--- config.mk ---
export PLATFORM = sky130hd
export DESIGN_NAME = blitter_top
export DESIGN_NICKNAME = d
export VERILOG_FILES = /design/src/source/blit_vram_pkg.sv /design/src/source/blit_reg_pkg.sv /design/src/source/blit_logic_unit.sv /design/src/source/blit_reg_queue.sv /design/src/source/blit_sequencer.sv /design/src/source/blit_shifter.sv /design/src/source/blitter_top.sv
export SDC_FILE = /design/constraint.sdc
export NUM_CORES = 1
export LEC_CHECK = 0
export ABC_AREA = 1
export BUFFER_PORTS_ARGS = -buffer_cell sky130_fd_sc_hd__buf_2
export CORE_MARGIN = 8
export CORE_UTILIZATION = 50
export CTS_CLUSTER_SIZE = 8
export DETAILED_ROUTE_END_ITERATION = 12
export PLACE_DENSITY = 0.76
export SETUP_SLACK_MARGIN = 0.5
export SLEW_MARGIN = 5
export SYNTH_ARGS = -nofsm -noshare
export SYNTH_HDL_FRONTEND = slang
export SYNTH_SLANG_ARGS = --single-unit
--- constraint.sdc ---
create_clock -name clk -period 3.55 [get_ports clk]
set_clock_uncertainty 0.15 [all_clocks]
set_input_delay 0.1775 -clock clk [delete_from_list [all_inputs] [get_ports clk]]
set_output_delay 0.1775 -clock clk [all_outputs]
set_load 0.02 [all_outputs]
--- src/source/blit_vram_pkg.sv ---
/*
 * VRAM bus types shared by the blitter units.
 * Word, address and nibble mask widths, plus the request struct that the
 * sequencer drives toward video RAM. Import with blit_vram_pkg::*.
 */

package blit_vram_pkg;

    typedef logic [15:0] word_t;            // one VRAM data word
    typedef logic [15:0] addr_t;            // VRAM word address
    typedef logic [3:0]  nibble_mask_t;     // bit i enables nibble i
    typedef logic [1:0]  shift_t;           // right shift in nibbles

    // request toward VRAM that is held until ack
    typedef struct packed {
        logic         sel;                  // access requested
        logic         wr;                   // 1 = write, 0 = read
        addr_t        addr;
        word_t        data;                 // write data
        nibble_mask_t mask;                 // write nibble enables
    } vram_req_t;

endpackage

--- src/source/blit_reg_pkg.sv ---
/*
 * Register map and settings layout of the blitter.
 * Holds the register indices, bit positions inside CTRL and SHIFT, and the
 * struct that carries one queued blit from the register bank to the engine.
 */

package blit_reg_pkg;

    import blit_vram_pkg::*;

    typedef logic [3:0] reg_num_t;

    localparam reg_num_t REG_CTRL  = 4'd0;
    localparam reg_num_t REG_SHIFT = 4'd1;
    localparam reg_num_t REG_MOD_A = 4'd2;
    localparam reg_num_t REG_MOD_B = 4'd3;
    localparam reg_num_t REG_MOD_D = 4'd5;  // index 4 is not decoded
    localparam reg_num_t REG_SRC_A = 4'd6;
    localparam reg_num_t REG_SRC_B = 4'd7;
    localparam reg_num_t REG_VAL_C = 4'd8;
    localparam reg_num_t REG_DST_D = 4'd9;
    localparam reg_num_t REG_LINES = 4'd10;
    localparam reg_num_t REG_WORDS = 4'd11; // writing this one queues the blit

    // CTRL layout
    localparam int CTRL_A_CONST_BIT = 0;
    localparam int CTRL_B_CONST_BIT = 1;
    localparam int CTRL_B_NOT_BIT   = 2;
    localparam int CTRL_T_LSB       = 8;    // transparency value in 15:8

    // SHIFT layout
    localparam int SHIFT_COUNT_LSB  = 0;
    localparam int SHIFT_LAST_LSB   = 8;
    localparam int SHIFT_FIRST_LSB  = 12;

    typedef struct packed {
        logic         a_const;
        logic         b_const;
        logic         b_not;
        logic [7:0]   transp_t;
        shift_t       shift_count;
        nibble_mask_t first_mask;
        nibble_mask_t last_mask;
        word_t        mod_a;
        word_t        mod_b;
        word_t        mod_d;
        addr_t        src_a;                // also constant A value
        addr_t        src_b;                // also constant B value
        word_t        val_c;
        addr_t        dst_d;
        word_t        lines;                // line count minus one
        word_t        words;                // word count minus one
    } blit_regs_t;

endpackage

--- src/source/blit_logic_unit.sv ---
/*
 * Operand registers and logic operation of the blitter.
 * A, B and C are loaded as constants at blit setup; A and B are then
 * replaced by shifted VRAM words as they arrive. Produces D and the
 * 4-bit transparency write mask computed from B.
 */

`timescale 1ns/1ps

module blit_logic_unit
    import blit_vram_pkg::*, blit_reg_pkg::*;
(
    input  logic         clk,
    input  logic         reset_i,
    input  blit_regs_t   regs_i,
    input  logic         load_consts_i,     // setup cycle of a blit
    input  logic         ld_a_i,
    input  logic         ld_b_i,
    input  word_t        shifted_i,
    output word_t        result_o,
    output nibble_mask_t transp_mask_o
);

    word_t      a_q;
    word_t      b_q;
    word_t      c_q;
    word_t      b_eff;
    logic       b_not_q;
    logic [7:0] transp_q;

    always_ff @(posedge clk) begin
        if (reset_i) begin
            b_not_q  <= 1'b0;
            transp_q <= '0;
        end else if (load_consts_i) begin
            b_not_q  <= regs_i.b_not;
            transp_q <= regs_i.transp_t;
        end
    end

    always_ff @(posedge clk) begin
        if (load_consts_i) begin
            a_q <= regs_i.src_a;            // constant unless A gets read
            b_q <= regs_i.src_b;
            c_q <= regs_i.val_c;
        end
        if (ld_a_i) begin
            a_q <= shifted_i;
        end
        if (ld_b_i) begin
            b_q <= shifted_i;
        end
    end

    assign b_eff    = b_not_q ? ~b_q : b_q;
    assign result_o = (a_q & b_eff) ^ c_q;

    // odd nibbles compare with T[7:4], even ones with T[3:0]
    always_comb begin
        for (int i = 0; i < 4; i++) begin
            transp_mask_o[i] = (b_q[4*i +: 4] != (i[0] ? transp_q[7:4] : transp_q[3:0]));
        end
    end

endmodule

--- src/source/blit_reg_queue.sv ---
/*
 * Blitter register bank with a single-entry queue.
 * Register writes land here immediately; writing the word count marks the
 * settings as queued until the sequencer takes them in its SETUP cycle.
 */

`timescale 1ns/1ps

module blit_reg_queue
    import blit_vram_pkg::*, blit_reg_pkg::*;
#(
    parameter int LINE_W = 15               // width of the line count
) (
    input  logic       clk,
    input  logic       reset_i,
    input  logic       reg_wr_i,            // write strobe, no wait
    input  reg_num_t   reg_num_i,
    input  word_t      reg_data_i,
    input  logic       take_i,              // sequencer copies regs_o now
    output blit_regs_t regs_o,
    output logic       queued_o
);

    localparam word_t LINE_MASK = word_t'((32'd1 << LINE_W) - 32'd1);

    blit_regs_t regs_q;
    logic       queued_q;

    always_ff @(posedge clk) begin
        if (reset_i) begin
            regs_q   <= '0;
            queued_q <= 1'b0;
        end else begin
            if (take_i) begin
                queued_q <= 1'b0;           // settings now owned by the sequencer
            end

            if (reg_wr_i) begin
                case (reg_num_i)
                    REG_CTRL: begin
                        regs_q.transp_t <= reg_data_i[CTRL_T_LSB +: 8];
                        regs_q.b_not    <= reg_data_i[CTRL_B_NOT_BIT];
                        regs_q.b_const  <= reg_data_i[CTRL_B_CONST_BIT];
                        regs_q.a_const  <= reg_data_i[CTRL_A_CONST_BIT];
                    end
                    REG_SHIFT: begin
                        regs_q.first_mask  <= reg_data_i[SHIFT_FIRST_LSB +: 4];
                        regs_q.last_mask   <= reg_data_i[SHIFT_LAST_LSB +: 4];
                        regs_q.shift_count <= reg_data_i[SHIFT_COUNT_LSB +: 2];
                    end
                    REG_MOD_A: regs_q.mod_a <= reg_data_i;
                    REG_MOD_B: regs_q.mod_b <= reg_data_i;
                    REG_MOD_D: regs_q.mod_d <= reg_data_i;
                    REG_SRC_A: regs_q.src_a <= reg_data_i;
                    REG_SRC_B: regs_q.src_b <= reg_data_i;
                    REG_VAL_C: regs_q.val_c <= reg_data_i;
                    REG_DST_D: regs_q.dst_d <= reg_data_i;
                    REG_LINES: regs_q.lines <= reg_data_i & LINE_MASK;
                    REG_WORDS: begin
                        regs_q.words <= reg_data_i;
                        queued_q     <= 1'b1;   // wins over a take in the same cycle
                    end
                    default: begin
                    end
                endcase
            end
        end
    end

    assign regs_o   = regs_q;
    assign queued_o = queued_q;

    // the sequencer only takes settings that were actually queued
    a_take_when_queued: assert property (
        @(posedge clk) disable iff (reset_i) take_i |-> queued_o
    ) else $error("blit_reg_queue: take without a queued blit");

endmodule

--- src/source/blit_sequencer.sv ---
/*
 * Blit sequencer FSM.
 * Copies the queued settings, then walks the rectangle line by line:
 * optional reads of A and B, one write of D per word, modulo add at the
 * end of each line. One VRAM access is outstanding at a time.
 */

`timescale 1ns/1ps

module blit_sequencer
    import blit_vram_pkg::*, blit_reg_pkg::*;
#(
    parameter int LINE_W = 15
) (
    input  logic         clk,
    input  logic         reset_i,
    input  blit_regs_t   regs_i,
    input  logic         queued_i,
    input  logic         vram_ack_i,
    input  word_t        result_i,
    input  nibble_mask_t transp_mask_i,
    output logic         take_o,            // copy regs_i this cycle
    output logic         load_consts_o,
    output logic         ld_a_o,
    output logic         ld_b_o,
    output logic         rd_ack_o,
    output logic         src_b_o,
    output shift_t       shift_cnt_o,       // shift count of the running blit
    output vram_req_t    vram_o,
    output logic         busy_o,
    output logic         done_o
);

    typedef enum logic [2:0] {
        IDLE,
        SETUP,
        LINE_BEG,
        RD_A,
        RD_B,
        WR_D,
        LINE_END
    } blit_state_t;

    blit_state_t  state;
    blit_state_t  first_acc;                // first access of each word

    logic         a_const;
    logic         b_const;
    logic         done_q;
    logic [LINE_W:0] line_cnt;              // top bit flags the last line
    logic [16:0]  word_cnt;                 // top bit flags the last word
    nibble_mask_t first_word_mask;

    shift_t       shift_cnt;
    nibble_mask_t first_mask;
    nibble_mask_t last_mask;
    word_t        mod_a;
    word_t        mod_b;
    word_t        mod_d;
    word_t        words;
    addr_t        src_a;
    addr_t        src_b;
    addr_t        dst_d;

    logic         last_word;
    logic         last_line;
    nibble_mask_t wr_mask;

    assign last_word = word_cnt[16];
    assign last_line = line_cnt[LINE_W];
    assign first_acc = !a_const ? RD_A : (!b_const ? RD_B : WR_D);

    always_ff @(posedge clk) begin
        if (reset_i) begin
            state           <= IDLE;
            done_q          <= 1'b0;
            a_const         <= 1'b0;
            b_const         <= 1'b0;
            line_cnt        <= '0;
            word_cnt        <= '0;
            first_word_mask <= '1;
        end else begin
            done_q <= 1'b0;
            case (state)
                IDLE: begin
                    if (queued_i) begin
                        state <= SETUP;
                    end
                end
                SETUP: begin
                    a_const  <= regs_i.a_const;
                    b_const  <= regs_i.b_const;
                    line_cnt <= {1'b0, regs_i.lines[LINE_W-1:0]};
                    state    <= LINE_BEG;
                end
                LINE_BEG: begin
                    first_word_mask <= first_mask;
                    line_cnt        <= line_cnt - 1'b1;           // pre-decrement
                    word_cnt        <= {1'b0, words} - 17'd1;     // pre-decrement
                    state           <= first_acc;
                end
                RD_A: begin
                    if (vram_ack_i) begin
                        state <= b_const ? WR_D : RD_B;
                    end
                end
                RD_B: begin
                    if (vram_ack_i) begin
                        state <= WR_D;
                    end
                end
                WR_D: begin
                    if (vram_ack_i) begin
                        word_cnt        <= word_cnt - 1'b1;
                        first_word_mask <= '1;
                        state           <= last_word ? LINE_END : first_acc;
                    end
                end
                LINE_END: begin
                    if (last_line) begin
                        done_q <= 1'b1;
                        state  <= queued_i ? SETUP : IDLE;    // back to back blits
                    end else begin
                        state  <= LINE_BEG;
                    end
                end
                default: state <= IDLE;
            endcase
        end
    end

    // working copy of addresses and line settings
    always_ff @(posedge clk) begin
        if (state == SETUP) begin
            shift_cnt  <= regs_i.shift_count;
            first_mask <= regs_i.first_mask;
            last_mask  <= regs_i.last_mask;
            mod_a      <= regs_i.mod_a;
            mod_b      <= regs_i.mod_b;
            mod_d      <= regs_i.mod_d;
            words      <= regs_i.words;
            src_a      <= regs_i.src_a;
            src_b      <= regs_i.src_b;
            dst_d      <= regs_i.dst_d;
        end else if (state == WR_D && vram_ack_i) begin
            src_a <= src_a + 1'b1;
            src_b <= src_b + 1'b1;
            dst_d <= dst_d + 1'b1;
        end else if (state == LINE_END) begin
            src_a <= src_a + mod_a;
            src_b <= src_b + mod_b;
            dst_d <= dst_d + mod_d;
        end
    end

    assign wr_mask = first_word_mask & (last_word ? last_mask : '1) & transp_mask_i;

    // request fields come from registers only, so they hold until ack
    always_comb begin
        vram_o.sel  = (state == RD_A) || (state == RD_B) || (state == WR_D);
        vram_o.wr   = (state == WR_D);
        vram_o.addr = (state == RD_A) ? src_a : ((state == RD_B) ? src_b : dst_d);
        vram_o.data = result_i;
        vram_o.mask = wr_mask;
    end

    assign take_o        = (state == SETUP);
    assign load_consts_o = (state == SETUP);
    assign ld_a_o        = (state == RD_A) && vram_ack_i;
    assign ld_b_o        = (state == RD_B) && vram_ack_i;
    assign rd_ack_o      = ld_a_o || ld_b_o;
    assign src_b_o       = (state == RD_B);
    assign shift_cnt_o   = shift_cnt;
    assign busy_o        = (state != IDLE);
    assign done_o        = done_q;

    a_req_stable: assert property (
        @(posedge clk) disable iff (reset_i)
        vram_o.sel && !vram_ack_i |=> $stable(vram_o)
    ) else $error("blit_sequencer: VRAM request changed before ack");

    a_state_legal: assert property (
        @(posedge clk) disable iff (reset_i)
        state inside {IDLE, SETUP, LINE_BEG, RD_A, RD_B, WR_D, LINE_END}
    ) else $error("blit_sequencer: illegal state");

endmodule

--- src/source/blit_shifter.sv ---
/*
 * Nibble right shifter for source words read from VRAM.
 * Keeps the previous word of A and of B so the nibbles shifted out of one
 * word carry into the next word of the same source, across lines and blits.
 */

`timescale 1ns/1ps

module blit_shifter
    import blit_vram_pkg::*;
(
    input  logic   clk,
    input  logic   reset_i,
    input  shift_t shift_i,                 // 0 to 3 nibbles
    input  logic   src_b_i,                 // word being read belongs to B
    input  logic   rd_ack_i,                // read data valid this cycle
    input  word_t  data_i,
    output word_t  shift_o
);

    word_t last_a;
    word_t last_b;
    word_t prev;

    always_ff @(posedge clk) begin
        if (reset_i) begin
            last_a <= '0;
            last_b <= '0;
        end else if (rd_ack_i) begin
            if (src_b_i) begin
                last_b <= data_i;
            end else begin
                last_a <= data_i;
            end
        end
    end

    assign prev = src_b_i ? last_b : last_a;

    // low nibbles of the previous word fill the top of the result
    always_comb begin
        case (shift_i)
            2'd0:    shift_o = data_i;
            2'd1:    shift_o = {prev[3:0], data_i[15:4]};
            2'd2:    shift_o = {prev[7:0], data_i[15:8]};
            default: shift_o = {prev[11:0], data_i[15:12]};
        endcase
    end

endmodule

--- src/source/blitter_top.sv ---
/*
 * Top level of the 2D bit-blit engine.
 * Connects the register queue, sequencer, shifter and logic unit.
 * Software writes registers through reg_wr_i; the engine masters VRAM.
 */

`timescale 1ns/1ps

module blitter_top
    import blit_vram_pkg::*, blit_reg_pkg::*;
#(
    parameter int LINE_W = 15
) (
    input  logic      clk,
    input  logic      reset_i,
    input  logic      reg_wr_i,
    input  reg_num_t  reg_num_i,
    input  word_t     reg_data_i,
    input  logic      vram_ack_i,
    input  word_t     vram_data_i,
    output vram_req_t vram_o,
    output logic      busy_o,
    output logic      full_o,
    output logic      done_o
);

    blit_regs_t   regs;
    logic         queued;
    logic         take;
    logic         load_consts;
    logic         ld_a;
    logic         ld_b;
    logic         rd_ack;
    logic         src_b;
    shift_t       shift_cnt;
    word_t        shifted;
    word_t        result;
    nibble_mask_t transp_mask;

    assign full_o = queued;

    blit_reg_queue #(
        .LINE_W     (LINE_W)
    ) i_blit_reg_queue (
        .clk        (clk),
        .reset_i    (reset_i),
        .reg_wr_i   (reg_wr_i),
        .reg_num_i  (reg_num_i),
        .reg_data_i (reg_data_i),
        .take_i     (take),
        .regs_o     (regs),
        .queued_o   (queued)
    );

    blit_sequencer #(
        .LINE_W         (LINE_W)
    ) i_blit_sequencer (
        .clk            (clk),
        .reset_i        (reset_i),
        .regs_i         (regs),
        .queued_i       (queued),
        .vram_ack_i     (vram_ack_i),
        .result_i       (result),
        .transp_mask_i  (transp_mask),
        .take_o         (take),
        .load_consts_o  (load_consts),
        .ld_a_o         (ld_a),
        .ld_b_o         (ld_b),
        .rd_ack_o       (rd_ack),
        .src_b_o        (src_b),
        .shift_cnt_o    (shift_cnt),
        .vram_o         (vram_o),
        .busy_o         (busy_o),
        .done_o         (done_o)
    );

    blit_shifter i_blit_shifter (
        .clk        (clk),
        .reset_i    (reset_i),
        .shift_i    (shift_cnt),
        .src_b_i    (src_b),
        .rd_ack_i   (rd_ack),
        .data_i     (vram_data_i),
        .shift_o    (shifted)
    );

    blit_logic_unit i_blit_logic_unit (
        .clk            (clk),
        .reset_i        (reset_i),
        .regs_i         (regs),
        .load_consts_i  (load_consts),
        .ld_a_i         (ld_a),
        .ld_b_i         (ld_b),
        .shifted_i      (shifted),
        .result_o       (result),
        .transp_mask_o  (transp_mask)
    );

endmodule

==> summary.txt, run 1 <==
Clocking
  – CTS Root Cell: clkbuf_16
  – CTS tree: done
  – Sink Count: roughly 410
  – CTS buffer count: 57
  – Clock slew seen by the registers of the worst setup and hold paths: 50 ps
  – Setup Buffers After CTS: 0
  – Htree depth: 2
  – Clk Latency, worst-skew pair: 590 ps
  – CTS max path bufs: 3

Power and ir drop
  – Reg power frac: between 40% and 50%
  – Pwr per Cell Area: about 660 mW/mm2
  – Maximum VDD drop: 409 uV
  – Clk network pwr share: about a third
  – LEAKAGE: 0.00969 uW
  – Switching Share: between 30 and 40%
  – Combinational power share: roughly a quarter
  – Switch Pwr: between 4000 and 5000 uW
  – Internal Power: a little over 10000 uW

Logic synthesis
  – EDFF count, synth: 170
  – Avg Inst Size Synth: 7.98 um2
  – Gate Count Post-Synth: 2442
  – Cell Area, Synth: approximately 0.019 mm2
  – Share of the synthesized area in the top cell type: between 20% and 30%
  – Main synth FF type: dfxtp_1
  – Part of the Yosys area used for sequential elements: between 50 and 60%
  – Syn Nets: 2532
  – Post-synthesis async set-or-reset flop share: 0%
  – YS warnings: 0
  – Largest area contributor in the netlist: edfxtp_1
  – Synth top area cells: edfxtp_1, dfxtp_1, nand2_1
  – Post-synthesis register bit count: 411
  – Cell variety after synth: 43

Critical path
  – Critical Path End Type: primary output
  – Setup CP Type: reg2out
  – Slowest stage delay, CP: approximately 350 ps
  – Worst path most repeated cell: nand2_1
  – Critical Path RT: roughly 3200 ps
  – CP arrival: 2690 ps
  – Startpoint type of the worst setup path: register
  – Crit path max fanout: 36
  – Crit path cell chain: buf_6, inv_1, nand3_1, nand2_1, clkinv_2, nand2_1, o221ai_1, buf_2
  – Beginning of the worst register-to-register path: i_blit_sequencer.state[1]
  – Critical path's slowest cell: dfxtp_1
  – Crit Reg-Reg Endpoint: i_blit_sequencer.dst_d[10]
  – Reg2reg path depth: 17
  – Reg2reg setup slack: roughly 650 ps

Detailed routing
  – Max Used Layer: met4
  – First-pass iteration count of the detailed router: 9
  – Metal2 WL: between 20000 and 30000 um
  – DRT iter0 DRCs: between 1500 and 2000
  – WL final: 58000 um
  – Drt via density: approximately 5.6
  – WL met3: 5290 um
  – Met1 Wirelength: 24200 um
  – Total number of vias: approximately 17000
  – Antenna-violating nets left: 0
  – Remaining DRCs: 0
  – Avg WL per Cell: 18.7 um

Timing
  – Setup TNS: 0 ps
  – Peak Freq: 0.331 GHz
  – Final setup violation count: 0
  – Tcrit/Tclk final: between 80 and 90%
  – Hold Slack: around 200 ps
  – Worst slew pin tran: just under 1000 ps
  – RSZ-0062 raised after global routing: yes
  – Slew Limit Fails: 0
  – Slew HR: between 30% and 40%
  – Crit path time final: between 3000 and 4000 ps
  – Final hold vios: 0
  – Final worst slack: 529 ps

GRT
  – Total track usage: ~25%
  – GR Overflow Total: 0
  – Vias in the first global route: around 16000
  – Initial antenna violation count: 0
  – First-pass GRT wire length: approximately 91000 um
  – Largest net degree at the start of global routing: about 110

Floorplan
  – Core Region: between 0.03 and 0.04 mm2
  – DIE WIDTH: approximately 210 um
  – Ports: slightly above 80
  – Site Rows: ~70
  – Die ar.: roughly 0.046 mm2
  – Initial Util: a little over 50%
  – Die Y: between 200 and 250 um

Finish
  – Share of cells above drive strength 1: a little under 8%
  – Area grow syn2layout: 15.2%
  – Fin nets: around 2600
  – N_diodes: 0

Worst hold path
  – Hold Path Stages: 5
  – Worst min path class: in2reg
  – Worst hold start: reg_num_i[0]
  – WHS Endpoint: i_blit_reg_queue.regs_o[147]

Status
  – Status: finished, final reports clean

Placement
  – Dpl ws: approximately 430 ps
  – PortBufs: 80
  – Hpwl dp: 39000 um
  – RePlAce Congestion: 0.952

Flow run
  – Max Cap Viol: 0
cell usage in the layout, fill, tap and decap left out, types with 25 or more instances in the layout:
cell type / instances
dfxtp_1: 240
clkbuf_1: 41
nor2_1: 423
o21ai_0: 298
nand3_1: 121
a21oi_1: 102
xnor2_1: 52
clkbuf_16: 60
ha_1: 47
edfxtp_1: 170
xor2_1: 31
dlygate4sd3_1: 34
nand2_1: 513
inv_1: 191
buf_4: 25
buf_2: 80
cell type report:
type / count / area (um2)
Clock buffer: 100 / 1630
Clock inverter: 2 / 36.3
Fill cell: 3442 / 16100
Inverter: 207 / 790
Multi-Input combinational cell: 1708 / 8340
Sequential cell: 411 / 9930
Tap cell: 518 / 648
Timing Repair Buffer: 147 / 1080
synthesized netlist by cell type (2+ instances only):
library cell,instances
nand3_1,122
fa_1,3
nand4_1,18
ha_1,47
o22ai_1,5
a31oi_1,11
xor2_1,31
buf_1,14
o221ai_1,4
inv_2,6
nor2_4,3
xnor2_1,52
nand2b_1,2
nor3_1,8
a21boi_0,2
o2111ai_1,2
a21o_1,3
a21oi_1,104
clkinv_1,8
edfxtp_1,170
o21bai_1,12
or2_2,5
o211ai_1,5
nand3b_1,4
a41oi_1,4
inv_1,193
a211oi_1,2
o21ai_0,298
clkbuf_1,81
a221oi_1,6
o21ai_1,5
nor4_1,4
dfxtp_1,241
nor2_1,423
nor2_2,5
nand2_1,514
buf_2,19
metal layers:
layer	vias to the layer above	global-route usage [%]
met3	132	3.80
met1	8090	34.5
met2	848	40.6
met4	0	8.84
li1	8232	-
met5	-	0
repair_timing:
| item | CTS | global route |
|---|---|---|
| endpoints found under the setup margin | 23 | 22 |
| endpoints found under the hold margin | 211 | 0 |
| gates cloned | 0 | 1 |
| resized for setup | 3 | 11 |
| hold buffers | 34 | 0 |
worst max path at each step:
stage,from,endpoint,slack (ps),cells after the start
global placement,i_blit_sequencer.state[1],i_blit_sequencer.src_b[12],530,16
floorplan,i_blit_sequencer.state[1],i_blit_sequencer.src_b[9],580,16
detailed placement,i_blit_sequencer.state[1],i_blit_sequencer.src_b[12],430,16
CTS,i_blit_sequencer.state[1],i_blit_sequencer.dst_d[9],540,15
finish,i_blit_sequencer.state[2],vram_o[35],530,8
global route,i_blit_sequencer.state[1],i_blit_sequencer.dst_d[9],490,15
state kept, by name, indices dropped and copies added (netlist names), 8 cells and up:
| register | count |
|---|---|
| i_blit_logic_unit.a_q | 16 |
| i_blit_logic_unit.b_q | 16 |
| i_blit_logic_unit.c_q | 16 |
| i_blit_logic_unit.transp_q | 8 |
| i_blit_reg_queue.regs_o | 164 |
| i_blit_sequencer.dst_d | 16 |
| i_blit_sequencer.line_cnt | 16 |
| i_blit_sequencer.mod_a | 16 |
| i_blit_sequencer.mod_b | 16 |
| i_blit_sequencer.mod_d | 16 |
| i_blit_sequencer.src_a | 16 |
| i_blit_sequencer.src_b | 16 |
| i_blit_sequencer.word_cnt | 17 |
| i_blit_sequencer.words | 16 |
| i_blit_shifter.last_a | 12 |
| i_blit_shifter.last_b | 12 |
logic make-up (layout without fill, tap and decap cells):
group	Yosys count	count (layout)	share of synthesized area, %
adder cells (fa/ha/maj)	50	50	3.32
AO/OA/AOI/OAI	464	464	12.6
AND/OR/NAND/NOR	1111	1111	23.0
XOR/XNOR	83	83	3.73
buffers and inverters	323	456	6.40
flip-flops	411	411	50.9
critical path, delay by kind of cell (launching register included):
kind	cells	cell delay, ps
buffers and inverters	4	910
AND/OR/NAND/NOR	3	560
flip-flops	1	350
AO/OA/AOI/OAI	1	260
per-stage QoR:
step | cell area [um2] | total power, uW | util [%] | instances
after detailed placement | 20400 | 9830 | 52.9 | 2956
final | 22500 | 14900 | 58.2 | 3093
after CTS | 22400 | 14900 | 58.1 | 3092
after global routing | 22500 | 15700 | 58.2 | 3093
after global placement | 20400 | 9750 | 52.9 | 2956
after floorplan | 19500 | 8700 | - | 2442
power by group through the flow:
stage          combinational, uW  sequential, uW  clock, uW
2_1_floorplan               2780            5920          0
3_3_place_gp                3710            6040          0
3_5_place_dp                3770            6050          0
4_1_cts                     3840            5970       5130
5_1_grt                     4300            6000       5350
6_report                    3870            5970       5080
Note: power is estimated with default switching activity, not from simulation.
==> run 2, diff against run 1 <==
--- a/config.mk
+++ b/config.mk
@@ -12,6 +12,7 @@
 export CTS_CLUSTER_SIZE = 8
 export DETAILED_ROUTE_END_ITERATION = 12
 export PLACE_DENSITY = 0.76
+export RECOVER_POWER = 25
 export SETUP_SLACK_MARGIN = 0.5
 export SLEW_MARGIN = 5
 export SYNTH_ARGS = -nofsm -noshare
==> run 2 against run 1 <==
  * The run now ends with max-capacitance violations, max-slew violations left
  * Critical path depth shrank 2
  * Design area about the same
  * Routed wire length hardly changed
  * Total power barely moved
  * Die area is the same
  * Non-clock buffer count stayed put
  * Core utilization about the same
  * First-iteration DRC count down 0.24%
  * Global-route usage stayed put
  * Flip-flop and latch count unchanged
  * Worst hold slack got worse by 6.4 ps
  * Sequential share of layout area is essentially flat
  * Largest power group unchanged
==> summary.txt, run 2 (same netlist as run 1, synthesis figures left out) <==
Status
  – Status: finished, violations left
  – Failing checks: max-capacitance violations, max-slew violations

Clocking
  – Clock slew seen by the registers of the worst setup and hold paths: 50 ps (about the same)
  – CTS Root Cell: clkbuf_16
  – Htree depth: 2 (unchanged)
  – Sink Count: 411 (unchanged)
  – Clk Latency, worst-skew pair: 590 ps (about the same)
  – CTS tree: done
  – Setup Buffers After CTS: 0 (unchanged)
  – CTS buffer count: 57 (unchanged)
  – CTS max path bufs: 3 (unchanged)

Critical path
  – Crit Reg-Reg Endpoint: i_blit_sequencer.dst_d[10]
  – Reg2reg setup slack: 640 ps (about the same)
  – Setup CP Type: in2reg
  – Beginning of the worst register-to-register path: i_blit_sequencer.state[1]
  – Reg2reg path depth: 17 (unchanged)
  – Critical Path End Type: register
  – Startpoint type of the worst setup path: primary input
  – Critical Path RT: 3910 ps (+690 ps)
  – Crit path max fanout: 68 (+89%)
  – CP arrival: 3420 ps (+730 ps)

GRT
  – Largest net degree at the start of global routing: 111 (unchanged)
  – Total track usage: 25.2% (unchanged)
  – Vias in the first global route: 16427 (unchanged)
  – GR Overflow Total: 0 (unchanged)
  – Initial antenna violation count: 0 (unchanged)
  – First-pass GRT wire length: 90900 um (unchanged)

Timing
  – RSZ-0062 raised after global routing: yes
  – Slew HR: -30.9% (-65 points)
  – Setup TNS: 0 ps (unchanged)
  – Slew Limit Fails: 68 (+68)
  – Final hold vios: 0 (unchanged)
  – Peak Freq: 0.328 GHz (-1.0%)
  – Final worst slack: 497 ps (-31.9 ps)
  – Crit path time final: 3050 ps (+31.9 ps)
  – Tcrit/Tclk final: 86.0% (+0.90 points)
  – Worst slew pin tran: 1960 ps (+978 ps)
  – Hold Slack: 189 ps (-6.39 ps)
  – Final setup violation count: 0 (unchanged)

Floorplan
  – DIE WIDTH: 213 um (unchanged)
  – Core Region: 0.0386 mm2 (unchanged)
  – Die Y: 213 um (unchanged)
  – Ports: 81 (unchanged)
  – Die ar.: 0.0456 mm2 (unchanged)
  – Initial Util: 50.6% (unchanged)
  – Site Rows: 72 (unchanged)

Detailed routing
  – First-pass iteration count of the detailed router: 6 (-3)
  – Total number of vias: 17281 (-0.12%)
  – DRT iter0 DRCs: 1639 (-0.24%)
  – Avg WL per Cell: 18.8 um (about the same)
  – Remaining DRCs: 0 (unchanged)
  – WL final: 58000 um (about the same)
  – Antenna-violating nets left: 0 (unchanged)
  – Drt via density: 5.59 (-0.12%)

Placement
  – Hpwl dp: 39000 um (unchanged)
  – Dpl cells: 2956 (unchanged)
  – RePlAce Congestion: 0.952 (unchanged)
  – PortBufs: 80 (unchanged)
  – Dpl ws: 427 ps (unchanged)

Finish
  – Fin nets: 2622 (unchanged)
  – FILL cells: 3443 (+0.029%)
  – Final non-filler cell total: 3093 (unchanged)
  – N_diodes: 0 (unchanged)
  – Commonest non-fill, non-tap cell in the layout: nand2_1
  – Max reg flops: 164 (unchanged)
  – Area grow syn2layout: 15.1% (about the same)
  – Share of cells above drive strength 1: 7.77% (-0.16 points)
  – Most frequent cells in the layout: nand2_1, nor2_1, o21ai_0, dfxtp_1, inv_1

Worst hold path
  – Worst min path class: in2reg
  – WHS Endpoint: i_blit_reg_queue.regs_o[147]
  – Hold Path Stages: 5 (unchanged)
  – Worst hold start: reg_num_i[0]

Power and ir drop
  – LEAKAGE: 0.00968 uW (-0.13%)
  – Pwr per Cell Area: 665 mW/mm2 (about the same)
  – Maximum VDD drop: 409 uV (about the same)

Flow run
  – Max Cap Viol: 1 (+1)
==> run 2: cell types whose count changed in the layout (fill, tap and decap cells not counted), sizes merged <==
cell    delta
buf        -3
clkbuf     +3
==> run 2: worst max-delay path: stages <==
cell and delay [ps]:
dlygate4sd3_1 530, buf_2 260, inv_1 1440, buf_4 600
o21ai_0 220, nor2_1 150
==> run 2: power by group <==
part / total [uW] / internal [uW] / switching [uW]
Sequential: 5970 / 5660 / 309
Clock: 5080 / 3070 / 2010
Combinational: 3870 / 1330 / 2540
==> run 2: per-stage QoR <==
step / util [%] / power [uW] / cell area [um2]
2_1_floorplan: - / 8700 / 19500
3_3_place_gp: 52.9 / 9750 / 20400
3_5_place_dp: 52.9 / 9830 / 20400
4_1_cts: 58.1 / 14900 / 22400
5_1_grt: 58.2 / 15700 / 22400
6_report: 58.2 / 14900 / 22400
==> run 2: worst max path at each step <==
stage,startpoint,endpoint,slack (ps),cells after the start
global route,reset_i,i_blit_sequencer.word_cnt[7],250,6
global placement,i_blit_sequencer.state[1],i_blit_sequencer.src_b[12],530,16
detailed placement,i_blit_sequencer.state[1],i_blit_sequencer.src_b[12],430,16
finish,reset_i,i_blit_reg_queue.regs_o[131],500,6
CTS,i_blit_sequencer.state[1],i_blit_sequencer.dst_d[9],540,15
floorplan,i_blit_sequencer.state[1],i_blit_sequencer.src_b[9],580,16
==> run 2: final cells by class <==
type                       instances  area, um2  area share (%)
tap                              518        648            2.89
inverter                         207        787            3.51
timing repair buffer             147       1070            4.78
sequential                       411       9930            44.3
clock buffer                     100       1630            7.26
clock inverter                     2       36.3           0.162
multi-input combinational       1708       8340            37.1
==> run 2: timing repair <==
action,in CTS,in global routing
setup endpoints to repair,23,22
hold endpoints to repair,211,0
hold buffers,34,0
gates resized for setup,3,11
gates cloned,0,1
==> run 2: per-layer routing <==
metal | share of wire (%) | GRT usage, % | vias to the layer above | routed length, um
met5 | 0 | 0 | - | 0
met4 | 3.6 | 8.84 | 0 | 2110
met3 | 9.0 | 3.80 | 128 | 5230
met2 | 46 | 40.6 | 844 | 26500
met1 | 42 | 34.5 | 8088 | 24200
li1 | - | - | 8221 | -
